`src/hw/boot_pkg.sv`:
```
// shared types and sizes for the memory boot block
// imported by every RTL module and by the testbench
package boot_pkg;

    typedef logic [31:0] word_t;   // memory data word
    typedef logic [25:0] addr_t;   // byte address, same range as the controller
    typedef logic [3:0]  be_t;     // byte enables

    // boot phases, in the order they run
    typedef enum logic [2:0] {
        PH_RESET,
        PH_ZERO,
        PH_LOAD,
        PH_VERIFY,
        PH_RUN
    } init_phase_t;

    // request side of the memory port
    typedef struct packed {
        logic  rd;
        logic  wr;
        addr_t addr;
        word_t wdata;
        be_t   be;
    } mem_req_t;

    // response side of the memory port
    typedef struct packed {
        logic  busy;    // falling edge ends an access
        word_t rdata;   // valid when busy falls after a read
    } mem_rsp_t;

    localparam int WORD_BYTES = 4;    // address step per word
    localparam int ZERO_WORDS = 64;   // working region cleared at boot
    localparam int LOAD_WORDS = 16;   // boot image length

    // byte limits of the zero and load regions
    localparam addr_t ZERO_END = addr_t'(ZERO_WORDS * WORD_BYTES);
    localparam addr_t LOAD_END = addr_t'(LOAD_WORDS * WORD_BYTES);

    localparam be_t BE_ALL = 4'b1111;   // full word writes during boot

endpackage
```
`src/hw/mem_boot_top.sv`:
```
// memory boot block: zero fill, image load, verify, then host pass-through
// sits between the host and the DRAM controller request port
`timescale 1ns/1ps

module mem_boot_top (
    input  logic               clk,
    input  logic               i_rst_n,
    input  logic               i_load_we,
    input  boot_pkg::word_t    i_load_data,
    output logic               o_load_ready,
    input  boot_pkg::mem_req_t i_host,
    output boot_pkg::mem_rsp_t o_host_rsp,
    output boot_pkg::mem_req_t o_mem_req,
    input  boot_pkg::mem_rsp_t i_mem_rsp,
    output logic               o_init_done,
    output logic               o_checksum_match,
    output boot_pkg::word_t    o_load_checksum
);
    import boot_pkg::*;

    init_phase_t phase;
    logic        start;
    logic        at_end;
    logic        access_done;
    addr_t       boot_addr;
    mem_req_t    boot_req;

    boot_sequencer u_seq (
        .clk           (clk),
        .i_rst_n       (i_rst_n),
        .i_at_end      (at_end),
        .i_access_done (access_done),
        .i_load_we     (i_load_we),
        .o_phase       (phase),
        .o_start       (start),
        .o_load_ready  (o_load_ready),
        .o_init_done   (o_init_done)
    );

    word_addr_counter u_addr (
        .clk      (clk),
        .i_rst_n  (i_rst_n),
        .i_phase  (phase),
        .i_step   (access_done),
        .o_addr   (boot_addr),
        .o_at_end (at_end)
    );

    mem_access_engine u_engine (
        .clk         (clk),
        .i_rst_n     (i_rst_n),
        .i_start     (start),
        .i_phase     (phase),
        .i_addr      (boot_addr),
        .i_load_data (i_load_data),
        .i_mem_rsp   (i_mem_rsp),
        .o_req       (boot_req),
        .o_done      (access_done),
        .o_idle      ()             // checked inside the engine only
    );

    image_checksum u_sum (
        .clk          (clk),
        .i_rst_n      (i_rst_n),
        .i_phase      (phase),
        .i_load_add   (start),
        .i_load_data  (i_load_data),
        .i_verify_add (access_done),
        .i_rdata      (i_mem_rsp.rdata),
        .o_load_sum   (o_load_checksum),
        .o_match      (o_checksum_match)
    );

    mem_port_mux u_mux (
        .i_phase    (phase),
        .i_boot_req (boot_req),
        .i_host_req (i_host),
        .i_mem_rsp  (i_mem_rsp),
        .o_mem_req  (o_mem_req),
        .o_host_rsp (o_host_rsp)
    );

endmodule

```
`src/hw/mem_port_mux.sv`:
```
// owner select for the memory port
// boot engine drives it until run mode, the host only afterwards
`timescale 1ns/1ps

module mem_port_mux (
    input  boot_pkg::init_phase_t i_phase,
    input  boot_pkg::mem_req_t    i_boot_req,
    input  boot_pkg::mem_req_t    i_host_req,
    input  boot_pkg::mem_rsp_t    i_mem_rsp,
    output boot_pkg::mem_req_t    o_mem_req,
    output boot_pkg::mem_rsp_t    o_host_rsp
);
    import boot_pkg::*;

    logic run;

    assign run = (i_phase == PH_RUN);

    always_comb begin
        if (run) begin
            o_mem_req.rd    = i_host_req.rd;
            o_mem_req.wr    = i_host_req.wr;
            o_mem_req.addr  = i_host_req.addr;    // addr_t field keeps bits 25:0 only
            o_mem_req.wdata = i_host_req.wdata;
            o_mem_req.be    = i_host_req.be;      // byte enables untouched
        end else begin
            o_mem_req = i_boot_req;   // host strobes never reach the port here
        end
    end

    always_comb begin
        if (run) begin
            o_host_rsp = i_mem_rsp;
        end else begin
            // host stalls for the whole boot
            o_host_rsp.busy  = 1'b1;
            o_host_rsp.rdata = '0;
        end
    end

endmodule

```
`src/hw/image_checksum.sv`:
```
// running sums of the boot image as loaded and as read back
// the match flag is only meaningful once boot has reached run mode
`timescale 1ns/1ps

module image_checksum (
    input  logic                  clk,
    input  logic                  i_rst_n,
    input  boot_pkg::init_phase_t i_phase,
    input  logic                  i_load_add,
    input  boot_pkg::word_t       i_load_data,
    input  logic                  i_verify_add,
    input  boot_pkg::word_t       i_rdata,
    output boot_pkg::word_t       o_load_sum,
    output logic                  o_match
);
    import boot_pkg::*;

    word_t load_sum;
    word_t verify_sum;

    // both wrap modulo 2^32
    always_ff @(posedge clk or negedge i_rst_n) begin
        if (!i_rst_n) begin
            load_sum   <= '0;
            verify_sum <= '0;
        end else begin
            if (i_load_add && i_phase == PH_LOAD)
                load_sum <= load_sum + i_load_data;     // accepted loader word
            if (i_verify_add && i_phase == PH_VERIFY)
                verify_sum <= verify_sum + i_rdata;     // readback word
        end
    end

    assign o_load_sum = load_sum;
    assign o_match    = (i_phase == PH_RUN) && (load_sum == verify_sum);

endmodule

```
`src/hw/mem_access_engine.sv`:
```
// runs a single boot access on the memory port
// strobe until busy rises, then wait for busy to fall and pulse done
`timescale 1ns/1ps

module mem_access_engine (
    input  logic                  clk,
    input  logic                  i_rst_n,
    input  logic                  i_start,
    input  boot_pkg::init_phase_t i_phase,
    input  boot_pkg::addr_t       i_addr,
    input  boot_pkg::word_t       i_load_data,
    input  boot_pkg::mem_rsp_t    i_mem_rsp,
    output boot_pkg::mem_req_t    o_req,
    output logic                  o_done,
    output logic                  o_idle
);
    import boot_pkg::*;

    typedef enum logic [1:0] {
        ENG_IDLE,
        ENG_REQ,    // strobe held, waiting for busy high
        ENG_WAIT    // strobe dropped, waiting for busy low
    } eng_state_t;

    eng_state_t state;
    logic       r_read;
    addr_t      r_addr;
    word_t      r_wdata;

    always_ff @(posedge clk or negedge i_rst_n) begin
        if (!i_rst_n) begin
            state <= ENG_IDLE;
        end else begin
            case (state)
                ENG_IDLE: if (i_start) state <= ENG_REQ;
                ENG_REQ:  if (i_mem_rsp.busy) state <= ENG_WAIT;
                ENG_WAIT: if (!i_mem_rsp.busy) state <= ENG_IDLE;
                default:  state <= ENG_IDLE;
            endcase
        end
    end

    // access details captured at start, held for the whole access
    always_ff @(posedge clk) begin
        if (i_start) begin
            r_read  <= (i_phase == PH_VERIFY);
            r_addr  <= i_addr;
            r_wdata <= (i_phase == PH_LOAD) ? i_load_data : '0;
        end
    end

    always_comb begin
        o_req.rd    = (state == ENG_REQ) && r_read;
        o_req.wr    = (state == ENG_REQ) && !r_read;
        o_req.addr  = r_addr;
        o_req.wdata = r_wdata;
        o_req.be    = BE_ALL;
    end

    assign o_done = (state == ENG_WAIT) && !i_mem_rsp.busy;   // rdata valid here
    assign o_idle = (state == ENG_IDLE);

    // a new strobe only once the port is quiet again
    a_one_strobe: assert property (@(posedge clk) disable iff (!i_rst_n)
        $rose(o_req.rd || o_req.wr) |-> !i_mem_rsp.busy);

    // sequencer keeps its own in-flight view, must agree with ours
    a_start_when_idle: assert property (@(posedge clk) disable iff (!i_rst_n)
        i_start |-> o_idle);

endmodule

```
`src/hw/word_addr_counter.sv`:
```
// word address for the boot accesses, one step per finished access
// restarts at zero on every phase change and flags the end of the region
`timescale 1ns/1ps

module word_addr_counter (
    input  logic                  clk,
    input  logic                  i_rst_n,
    input  boot_pkg::init_phase_t i_phase,
    input  logic                  i_step,
    output boot_pkg::addr_t       o_addr,
    output logic                  o_at_end
);
    import boot_pkg::*;

    init_phase_t r_phase;   // phase seen last cycle
    addr_t       addr;
    addr_t       limit;

    always_ff @(posedge clk or negedge i_rst_n) begin
        if (!i_rst_n) begin
            r_phase <= PH_RESET;
            addr    <= '0;
        end else begin
            r_phase <= i_phase;
            if (i_phase != r_phase)
                addr <= '0;   // new phase starts at the bottom
            else if (i_step)
                addr <= addr + addr_t'(WORD_BYTES);
        end
    end

    always_comb begin
        case (i_phase)
            PH_ZERO:             limit = ZERO_END;
            PH_LOAD, PH_VERIFY:  limit = LOAD_END;
            default:             limit = '0;   // nothing to walk
        endcase
    end

    assign o_addr   = addr;
    assign o_at_end = (addr >= limit);

    a_no_step_at_end: assert property (@(posedge clk) disable iff (!i_rst_n)
        i_step |-> !o_at_end);

endmodule

```
`src/hw/boot_sequencer.sv`:
```
// boot phase FSM: zero fill, image load, verify readback, then run
// starts one memory access at a time and hands the port to the host at the end
`timescale 1ns/1ps

module boot_sequencer (
    input  logic                  clk,
    input  logic                  i_rst_n,
    input  logic                  i_at_end,
    input  logic                  i_access_done,
    input  logic                  i_load_we,
    output boot_pkg::init_phase_t o_phase,
    output logic                  o_start,
    output logic                  o_load_ready,
    output logic                  o_init_done
);
    import boot_pkg::*;

    init_phase_t phase;
    init_phase_t phase_nxt;
    logic        in_flight;   // an access is out at the engine
    logic        fresh;       // first cycle of a phase, counter still clearing
    logic        phase_end;

    // end of a phase counts only once the last access has finished
    assign phase_end = i_at_end && !in_flight && !fresh;

    always_comb begin
        phase_nxt = phase;
        case (phase)
            PH_RESET:  phase_nxt = PH_ZERO;
            PH_ZERO:   if (phase_end) phase_nxt = PH_LOAD;
            PH_LOAD:   if (phase_end) phase_nxt = PH_VERIFY;
            PH_VERIFY: if (phase_end) phase_nxt = PH_RUN;
            default:   phase_nxt = phase;   // run is final
        endcase
    end

    always_ff @(posedge clk or negedge i_rst_n) begin
        if (!i_rst_n) begin
            phase     <= PH_RESET;
            fresh     <= 1'b0;
            in_flight <= 1'b0;
        end else begin
            phase <= phase_nxt;
            fresh <= (phase_nxt != phase);
            if (o_start)
                in_flight <= 1'b1;
            else if (i_access_done)
                in_flight <= 1'b0;
        end
    end

    // loader may hand over a word only when the engine can take it
    assign o_load_ready = (phase == PH_LOAD) && !in_flight && !i_at_end && !fresh;

    always_comb begin
        o_start = 1'b0;
        if (phase == PH_ZERO || phase == PH_VERIFY)
            o_start = !in_flight && !i_at_end && !fresh;   // free running
        else if (phase == PH_LOAD)
            o_start = i_load_we && o_load_ready;           // paced by the loader
    end

    assign o_phase     = phase;
    assign o_init_done = (phase == PH_RUN);

    // host traffic owns the port in run mode
    a_no_start_in_run: assert property (@(posedge clk) disable iff (!i_rst_n)
        phase == PH_RUN |-> !o_start && !i_access_done);

    a_phase_forward: assert property (@(posedge clk) disable iff (!i_rst_n)
        phase >= $past(phase));

endmodule

```
`config.mk`:
```
export PLATFORM = sky130hd
export DESIGN_NAME = mem_boot_top
export DESIGN_NICKNAME = d
export VERILOG_FILES = /design/src/hw/boot_pkg.sv /design/src/hw/mem_boot_top.sv /design/src/hw/mem_port_mux.sv /design/src/hw/image_checksum.sv /design/src/hw/mem_access_engine.sv /design/src/hw/word_addr_counter.sv /design/src/hw/boot_sequencer.sv
export SDC_FILE = /design/constraint.sdc
export NUM_CORES = 1
export LEC_CHECK = 0
export ABC_AREA = 1
export BUFFER_PORTS_ARGS = -buffer_cell sky130_fd_sc_hd__buf_2
export CAP_MARGIN = 15
export CORE_MARGIN = 4
export CORE_UTILIZATION = 50
export DETAILED_ROUTE_END_ITERATION = 7
export PLACE_DENSITY_LB_ADDON = 0.25
export SLEW_MARGIN = 20
export SYNTH_ARGS = -nofsm -noshare
export SYNTH_HDL_FRONTEND = slang
export SYNTH_SLANG_ARGS = --single-unit
```
`constraint.sdc`:
```
create_clock -name clk -period 4.1 [get_ports clk]
set_clock_uncertainty 0.15 [all_clocks]
set_input_delay 0 -clock clk [delete_from_list [all_inputs] [get_ports clk]]
set_output_delay 0 -clock clk [all_outputs]
set_load 0.02 [all_outputs]
```
After elaboration in Yosys (flattened, before gate mapping)
Cells that the tools add are included.
{"block": "classes", "eq_ne": 12, "addsub": 3, "div": 0, "order_cmp": 1, "multipliers": 0, "bitwise": 0, "shifts": 0, "n_mux": 17, "n_reduce_logical": 26}
{"operator": "adder 32 bit", "count": 2}
{"operator": "2-to-1 mux 64 bit", "count": 1}
{"operator": "2-to-1 mux 26 bit", "count": 2}
{"operator": "2-to-1 mux 33 bit", "count": 1}
{"operator": "equality test 32 bit", "count": 1}
{"operator": "adder 26 x 3 -> 26 bit (second input constant)", "count": 1}
{"operator": ">= comparator 26 x 9 -> 1 bit", "count": 1}
{"operator": "one-hot mux 9 bit (2 select lines)", "count": 1}
{"operator": "logical AND 1 bit", "count": 14}
{"operator": "one-hot mux 3 bit (4 select lines)", "count": 1}
{"operator": "2-to-1 mux 3 bit", "count": 3}
{"operator": "equality test 3 x 2 -> 1 bit (second input constant)", "count": 2}
{"operator": "2-to-1 mux 2 bit", "count": 3}
{"operator": "!= test 3 bit", "count": 2}
{"operator": "one-hot mux 2 bit (3 select lines)", "count": 1}
{"operator": "logical NOT 1 bit", "count": 5}
{"operator": "2-to-1 mux 1 bit", "count": 4}
{"operator": "!= test 2 bit (second input constant)", "count": 2}
{"operator": "nonzero test 2 bit", "count": 2}
{"operator": "equality test 3 x 1 -> 1 bit (second input constant)", "count": 1}
{"operator": "equality test 3 bit (second input constant)", "count": 1}
{"operator": "logical NOT 3 bit", "count": 1}
{"operator": "AND reduction 3 bit", "count": 1}
{"operator": "equality test 2 x 1 -> 1 bit (second input constant)", "count": 1}
{"operator": "5 further kinds", "count": 5}
{"block": "word_totals", "ram_bits": 0, "ff_bits": 159, "latch_bits": 0, "memories": 0, "inputBits": 132, "elab_cells": 70, "mem_bits_ro": 0}

Longest topological paths before layout
Gate-level depths: netlist of the first run.
{"block": "logic_depth", "ltp_word": 12, "ltp_mapped": 15, "mapped_depth_nobuf": 15}

Hierarchy
Synthesis of the first run repeated with hierarchy kept, for this count alone.
{"block": "unflattened", "hier_cells": 1998, "area_unflattened_um2": 12969.9}
{"module": "image_checksum", "instances": 1, "area_per_inst_um2": 7523.5, "cells_each": 1298}
{"module": "mem_access_engine", "instances": 1, "area_per_inst_um2": 2311.0, "cells_each": 151}
{"module": "word_addr_counter", "instances": 1, "area_per_inst_um2": 1669.1, "cells_each": 232}
{"module": "mem_port_mux", "instances": 1, "area_per_inst_um2": 1213.7, "cells_each": 283}
{"module": "boot_sequencer", "instances": 1, "area_per_inst_um2": 252.7, "cells_each": 34}

Worst setup path before layout of the first run
Ideal clock, no wire load.
{"block": "synth_timing", "kind": "reg2reg", "start": "register u_seq.phase[2], in the netlist u_seq.o_phase[2]", "end": "register u_engine.r_addr[10] (enable)", "arrival_ps": 2617, "stages_incl_launch_ff": 13, "path_slack_ps": 922, "path_cell_list": "dfrtp_1 -> nor2_1 -> nand2_1 -> ha_1 -> nor2_1 -> nand3_1 -> nor2_1 -> nand2_1 -> nor2_4 -> nand2_1 -> inv_2 -> nand3_1 -> inv_1"}
{"block": "synth_via", "elab_chain_len": 10, "elab_cells_between_ends": 16, "cone_classes": "order compare: 1; eq/ne: 3; mux: 3; reduce/logical: 9"}
{"element": "start: declaration", "line_no": "boot_sequencer.sv:18", "text": "init_phase_t phase;"}
{"element": "start signal: assignment", "line_no": "boot_sequencer.sv:44", "text": "phase <= phase_nxt;"}
{"element": "equality test 3 x 2 -> 1 bit, on equally long branches"}
{"element": "OR reduction 2 bit", "line_no": "word_addr_counter.sv:33", "text": "case (i_phase)"}
{"element": "one-hot mux 9 bit (2 select lines)", "line_no": "word_addr_counter.sv:33"}
{"element": ">= comparator 26 x 9 -> 1 bit", "line_no": "word_addr_counter.sv:41", "text": "assign o_at_end = (addr >= limit);"}
{"element": "logical NOT 1 bit", "line_no": "boot_sequencer.sv:54, boot_sequencer.sv:59"}
{"element": "logical AND 1 bit (2 in series)", "line_no": "boot_sequencer.sv:54", "text": "assign o_load_ready = (phase == PH_LOAD) && !in_flight && !i_at_end && !fresh;"}
{"element": "logical AND 1 bit", "line_no": "boot_sequencer.sv:61", "text": "o_start = i_load_we && o_load_ready;"}
{"element": "2-to-1 mux 1 bit", "line_no": "boot_sequencer.sv:60", "text": "else if (phase == PH_LOAD)"}
{"element": "2-to-1 mux 1 bit *", "line_no": "boot_sequencer.sv:58", "text": "if (phase == PH_ZERO || phase == PH_VERIFY)"}
{"element": "net start", "line_no": "mem_boot_top.sv:22", "text": "logic start;"}
{"element": "end signal: assignment", "line_no": "mem_access_engine.sv:47", "text": "r_addr <= i_addr;"}
{"element": "end: declaration", "line_no": "mem_access_engine.sv:27", "text": "addr_t r_addr;"}
The timed path passes the listed nets; every way through them passes the cells marked *.
A chain may end at the register's enable or synchronous reset.

Final worst setup path of the first run
{"block": "layout_timing", "start": "register u_seq.phase[2], in the netlist u_seq.o_phase[2]", "end": "register u_engine.r_addr[8] (enable)"}
The elaborated chain is that of the path after synthesis.

==> summary.txt, run 1 <==
Outcome
  • Status: completed

STA
  • Fin. Hold Viols: 0
  • Worst Tran Pin Value: 0.989 ns
  • Fmax: 333 MHz
  • Min Tclk post-route: 3.00 ns
  • Slew Limit Fails: 0
  • TNS Setup: 0 ns
  • Unrepaired setup endpoints after global routing: false
  • Final period util: 0.732
  • Worst rel slew slack: 0.340
  • Endpoints failing setup: 0

Hold path
  • Min-Delay Path Class: in -> reg

Route
  • DRC Markers: 0
  • Via count: 12800
  • Wirelength per Cell: 15.0 um
  • Pre-antenna DRT Iters: 5
  • Final ANT Viol Nets: 0
  • Vias per cell: 4.96
  • Drt total wl: 38700 um
  • Drt first-iter violations: 819

Die
  • Site Rows: 57
  • Core area: 24300 sq um
  • Chip width: 165 um
  • Die area: 27300 sq um
  • I/O pins: 264
  • Initial core utilization: 0.508
  • Die Ht: 165 um

Synth
  • Post-synth EDFFs: 57
  • Syn Area/Cell: 6.43 sq um
  • Syn_nets: 2122
  • Syn Inst Count: 1922
  • Simple-gate share of the synthesized area: 0.380
  • Adder-cell share of the synthesized area: 0.0701
  • Seq/Total Area, Yosys: 0.337
  • Multiplexer area fraction after synthesis: 0
  • Leading area contributor after synthesis: nand2_1
  • Synth top area cells: nand2_1, dfrtp_1, edfxtp_1
  • Ys flop type: dfrtp_1
  • Fraction of registers with async set/reset: 0.632
  • Warnings, synthesis: 0
  • Yosys reg bits: 155
  • Xor/xnor share of the synthesized area: 0.0326
  • Largest family of logic cells by synthesized area: simple AND/OR/NAND/NOR gates
  • Number of distinct library cells after synthesis: 46
  • Cell Area, Synth: 12300 sq um
  • Compound-Gate Fraction of Synth Area: 0.0628
  • Yosys top cell area share: 0.236

Worst setup path
  • Worst Path Required: 4.08 ns
  • CP startpoint kind: register
  • Crit Path Class: reg -> reg
  • Crit end category: register
  • CP arrival: 2.97 ns
  • Critical Path Fanout Max: 26

Power and ir drop
  • Comb pwr share: 0.259
  • Psw: 1.62 mW
  • Total Power: 4.73 mW
  • VDD IR max: 0.271 mV
  • Sequential Power Share: 0.405
  • Power Density: 312 nW/um^2
  • Sw frac: 0.343
  • P_int: 3.11 mW
  • Cell leakage power: 8.85 nW
  • Clock share of power: 0.336

Layout
  • Register area: 4160 sq um
  • Layout cell share with drive strength beyond 1: 0.151
  • Finished Layout Cells: 2576
  • Commonest non-fill, non-tap cell in the layout: nand2_1
  • Inserted Diodes: 0
  • Multi-input logic area: 6740 sq um
  • Fillers: 2307
  • Area growth syn-to-layout: 22.6%
  • Final #Nets: 2439
  • Most frequent cells in the layout: nand2_1, inv_1, buf_2

Run
  • Max_cap viols: 0

Global route
  • First-pass GRT wire length: 60100 um
  • Grt ovf: 0
  • GRT Util Overall: 0.282
  • Initial antenna violation count: 0
  • Largest net degree at the start of global routing: 67
  • Vias in the first global route: 11900

Clock network
  • H-tree levels: 4
  • Clk_lat worst skew: 0.43 ns
  • Post-CTS Resized: 0
  • Max Buffers Root-to-Sink: 2
  • Clk root buf: clkbuf_16
  • Clock transition at the registers of the reported paths: 0.07 ns
  • Clk sinks: 155
  • CTS tree: yes
  • CTS Buf Count: 17

Placement
  • DP HPWL: 30100 um
  • Dpl cells: 2484
  • RePlAce Congestion: 0.970
  • Port Buffer Count: 263
[final cells by class]
| cell class | instances | share of cell area |
|---|---|---|
| Clock buffer | 18 | 0.0283 |
| Timing Repair Buffer | 328 | 0.129 |
| Clock inverter | 14 | 0.0100 |
| Tap cell | 324 | 0.0268 |
| Multi-Input combinational cell | 1393 | 0.445 |
| Sequential cell | 155 | 0.275 |
| Inverter | 344 | 0.0853 |
[flip-flops by register name, summed over array words and instances (netlist names)]
name	cells
u_engine.r_read	1
u_seq.in_flight	1
u_seq.fresh	1
u_engine.state	2
u_addr.r_phase	3
u_sum.verify_sum	32
u_engine.r_wdata	32
u_seq.o_phase	3
u_sum.o_load_sum	32
u_engine.r_addr	24
u_addr.o_addr	24
[per-stage QoR]
stage	worst slack (ns)	utilization	cell area, sq um	hold WS (ns)
2_1_floorplan	0.922	-	12300	-0.446
3_3_place_gp	1.14	0.574	14000	0.0462
3_5_place_dp	1.10	0.574	14000	0.0596
4_1_cts	1.09	0.623	15100	0.0101
5_1_grt	0.868	0.623	15100	0.0562
6_report	1.10	0.623	15100	0.0120
[per-layer routing]
| layer | vias up | GRT usage | share of wire |
|---|---|---|---|
| li1 | 6556 | - | - |
| met1 | 5706 | 0.375 | 0.44 |
| met2 | 435 | 0.468 | 0.46 |
| met3 | 77 | 0.0439 | 0.067 |
| met4 | 0 | 0.0994 | 0.030 |
| met5 | - | 0 | 0 |
[critical path, cell delays in order (launching register included)]
cell and delay (ns):
dfrtp_1 0.47, nor2_1 0.17, nand2_1 0.07, ha_1 0.18, nor2_1 0.08, nand3_1 0.07, nor2_1 0.09, nand2_1 0.09
nor2_4 0.17, nand2_1 0.11, inv_2 0.09, nand3_1 0.10, inv_2 0.49, buf_4 0.36
[cells in the mapped netlist, types with 2 or more instances]
cell type / number
inv_2: 6
a221oi_1: 4
clkinv_1: 2
a21oi_1: 57
nor2_4: 5
nor2_1: 190
buf_6: 4
nor4_1: 2
nand4_1: 12
o21a_1: 5
xor2_1: 21
dfrtp_1: 98
o21ai_1: 4
nor2_2: 2
edfxtp_1: 57
buf_2: 10
o21ai_0: 45
o22ai_1: 4
o21ai_2: 5
nand4_4: 2
xnor2_1: 25
fa_1: 2
nand2_1: 776
ha_1: 66
clkbuf_1: 16
a21o_1: 2
a22o_1: 3
nand3_1: 90
o21bai_1: 3
nor3_1: 22
nand2_2: 3
inv_1: 336
nand3b_1: 18
or2_2: 13
[cell families after synthesis]
kind of cell	after synthesis
fa+ha+maj	68
compound gates	137
buf+inv	374
flops	155
simple gates	1142
xor+xnor	46
[final timing paths]
path / from / to / slack (ns) / cells past startpoint
max: u_seq.o_phase[2] / u_engine.r_addr[8] / 1.10 / 13
min: i_mem_rsp[17] / u_sum.verify_sum[17] / 0.01 / 5
max reg2reg: u_seq.o_phase[2] / u_engine.r_addr[8] / 1.10 / 13
min reg2reg: u_seq.o_phase[0] / u_addr.r_phase[0] / 0.29 / 0
max in group asynchronous: i_rst_n / u_sum.verify_sum[12] / 2.63 / 3
min in group asynchronous: i_rst_n / u_sum.o_load_sum[11] / 0.11 / 2
[power by group through the flow]
stage | clock [mW] | sequential, mW | combinational [mW]
2_1_floorplan | 0 | 1.94 | 0.739
3_3_place_gp | 0 | 1.94 | 1.15
3_5_place_dp | 0 | 1.95 | 1.16
4_1_cts | 1.60 | 1.92 | 1.21
5_1_grt | 1.68 | 1.93 | 1.36
6_report | 1.59 | 1.92 | 1.22
[timing repair]
| item | CTS | global route |
|---|---|---|
| setup buffers | 0 | 0 |
| setup endpoints to repair | 0 | 0 |
| endpoints found under the hold margin | 149 | 0 |
| hold buffers | 60 | 0 |
No activity file was read; power rests on OpenSTA's default activity.
==> run 2, diff against run 1 <==
- clock period: 4.1 -> 2.8 ns (I/O delays scaled with it)
==> run 2 against run 1 <==
  * Flip-flop and latch count unchanged
  * Core utilization is 0.93 points higher
  * Clock power grew 52%
  * Largest power group unchanged
  * Largest cell class unchanged
  * Total power increased by 50%
==> summary.txt, run 2 (same netlist as run 1, synthesis figures left out) <==
Route
  • Drt first-iter violations: 889
  • DRC Markers: 0
  • Via count: 12900
  • Final ANT Viol Nets: 0
  • Pre-antenna DRT Iters: 5
  • Wirelength per Cell: 15.2 um
  • Drt total wl: 39400 um
  • Vias per cell: 4.98

Placement
  • DP HPWL: 30600 um
  • RePlAce Congestion: 0.971
  • Dpl cells: 2500
  • Port Buffer Count: 263

Layout
  • Inserted Diodes: 0
  • Multi-input logic area: 6740 sq um
  • Finished Layout Cells: 2593
  • Fillers: 2278
  • Commonest non-fill, non-tap cell in the layout: nand2_1
  • Most frequent cells in the layout: nand2_1, inv_1, buf_2
  • Register area: 4160 sq um
  • Layout cell share with drive strength beyond 1: 0.159
  • Final #Nets: 2456
  • Area growth syn-to-layout: 24.4%

Clock network
  • Post-CTS Resized: 0
  • Clk root buf: clkbuf_16
  • Clk sinks: 155
  • Clock transition at the registers of the reported paths: 0.07 ns
  • CTS Buf Count: 17
  • H-tree levels: 4
  • Max Buffers Root-to-Sink: 2
  • Clk_lat worst skew: 0.44 ns
  • CTS tree: yes

Outcome
  • Status: completed

Worst setup path
  • Crit Path Class: reg -> reg
  • CP arrival: 2.57 ns
  • Critical Path Fanout Max: 27
  • Critical R2R Launch: u_seq.o_phase[2]
  • Worst Path Required: 2.79 ns
  • Crit end category: register
  • CP Launch Point: u_seq.o_phase[2]
  • CP startpoint kind: register

Run
  • Max_cap viols: 0

Power and ir drop
  • Total Power: 7.08 mW
  • VDD IR max: 0.384 mV
  • Cell leakage power: 8.97 nW
  • Power Density: 461 nW/um^2

Global route
  • Grt ovf: 0
  • Initial antenna violation count: 0
  • First-pass GRT wire length: 60300 um
  • Vias in the first global route: 11600
  • Largest net degree at the start of global routing: 63
  • GRT Util Overall: 0.282

STA
  • Endpoints failing setup: 0
  • Fmax: 387 MHz
  • Worst Tran Pin Value: 0.771 ns
  • Fin. Hold Viols: 0
  • Min Tclk post-route: 2.58 ns
  • Slew Limit Fails: 0
  • Worst rel slew slack: 0.486
  • TNS Setup: 0 ns
  • Final period util: 0.922

Die
  • Die area: 27300 sq um
  • I/O pins: 264
  • Die Ht: 165 um
  • Core area: 24300 sq um
  • Chip width: 165 um
  • Initial core utilization: 0.508
  • Site Rows: 57

Hold path
  • Min-Delay Path Class: in -> reg
  • Hold_sp: i_mem_rsp[2]
==> run 2: metrics by stage <==
step                      utilization  hold slack (ns)  setup WS [ns]  area (sq um)
after floorplan                     -           -0.446         0.0301         12400
after global placement          0.581          -0.0368          0.355         14100
after detailed placement        0.581          -0.0402          0.272         14100
after CTS                       0.631          0.00128          0.253         15300
after global routing            0.632           0.0406     -0.0000977         15400
final                           0.632          0.00567          0.218         15400
==> run 2: path summary, 6_finish.rpt <==
path                                             to  cells past startpoint  slack [ns]
max in group asynchronous       u_sum.verify_sum[2]                      3        1.71
worst max register to register   u_engine.r_addr[7]                     13        0.22
worst max-delay path             u_engine.r_addr[7]                     13        0.22
worst min-delay path            u_sum.verify_sum[2]                      5       0.006
min in group asynchronous       u_sum.o_load_sum[5]                      2        0.04
worst min register to register    u_addr.r_phase[0]                      0        0.28
==> run 2: critical path, cell delays in order (launching register included) <==
cell and delay, ns:
dfrtp_1 0.47, nor2_1 0.17, nand2_1 0.07, ha_1 0.17, nor2_1 0.09, nand3_1 0.08, nor2_1 0.10, nand2_1 0.10
nor2_4 0.15, nand2_1 0.10, inv_2 0.09, nand3_1 0.13, clkinvlp_4 0.21, buf_12 0.20
==> run 2: layout make-up <==
class                   count  share of cell area
clock buffers              18              0.0293
clock inverters            14              0.0112
inverters                 344              0.0843
multi-input cells        1393               0.439
flip-flops and latches    155               0.271
well taps                 324              0.0264
repair buffers            345               0.139
==> run 2: what timing repair did <==
| action | in CTS | in global routing |
|---|---|---|
| hold endpoints to repair | 168 | 0 |
| endpoints found under the setup margin | 0 | 44 |
| hold buffers | 59 | 0 |
| buffers inserted | 0 | 1 |
==> run 2: layer usage <==
metal | wire length [um] | global-route usage | part of all wire
met5 | 0 | 0 | 0
met4 | 799 | 0.0745 | 0.020
met3 | 2740 | 0.0315 | 0.069
met2 | 18600 | 0.477 | 0.47
met1 | 17200 | 0.385 | 0.44
==> run 2: where the power goes <==
part | switching, mW | internal (mW) | leakage (nW)
clock | 1.16 | 1.26 | 0.300
sequential | 0.128 | 2.67 | 1.82
combinational | 1.20 | 0.669 | 6.85
total | 2.49 | 4.60 | 8.97
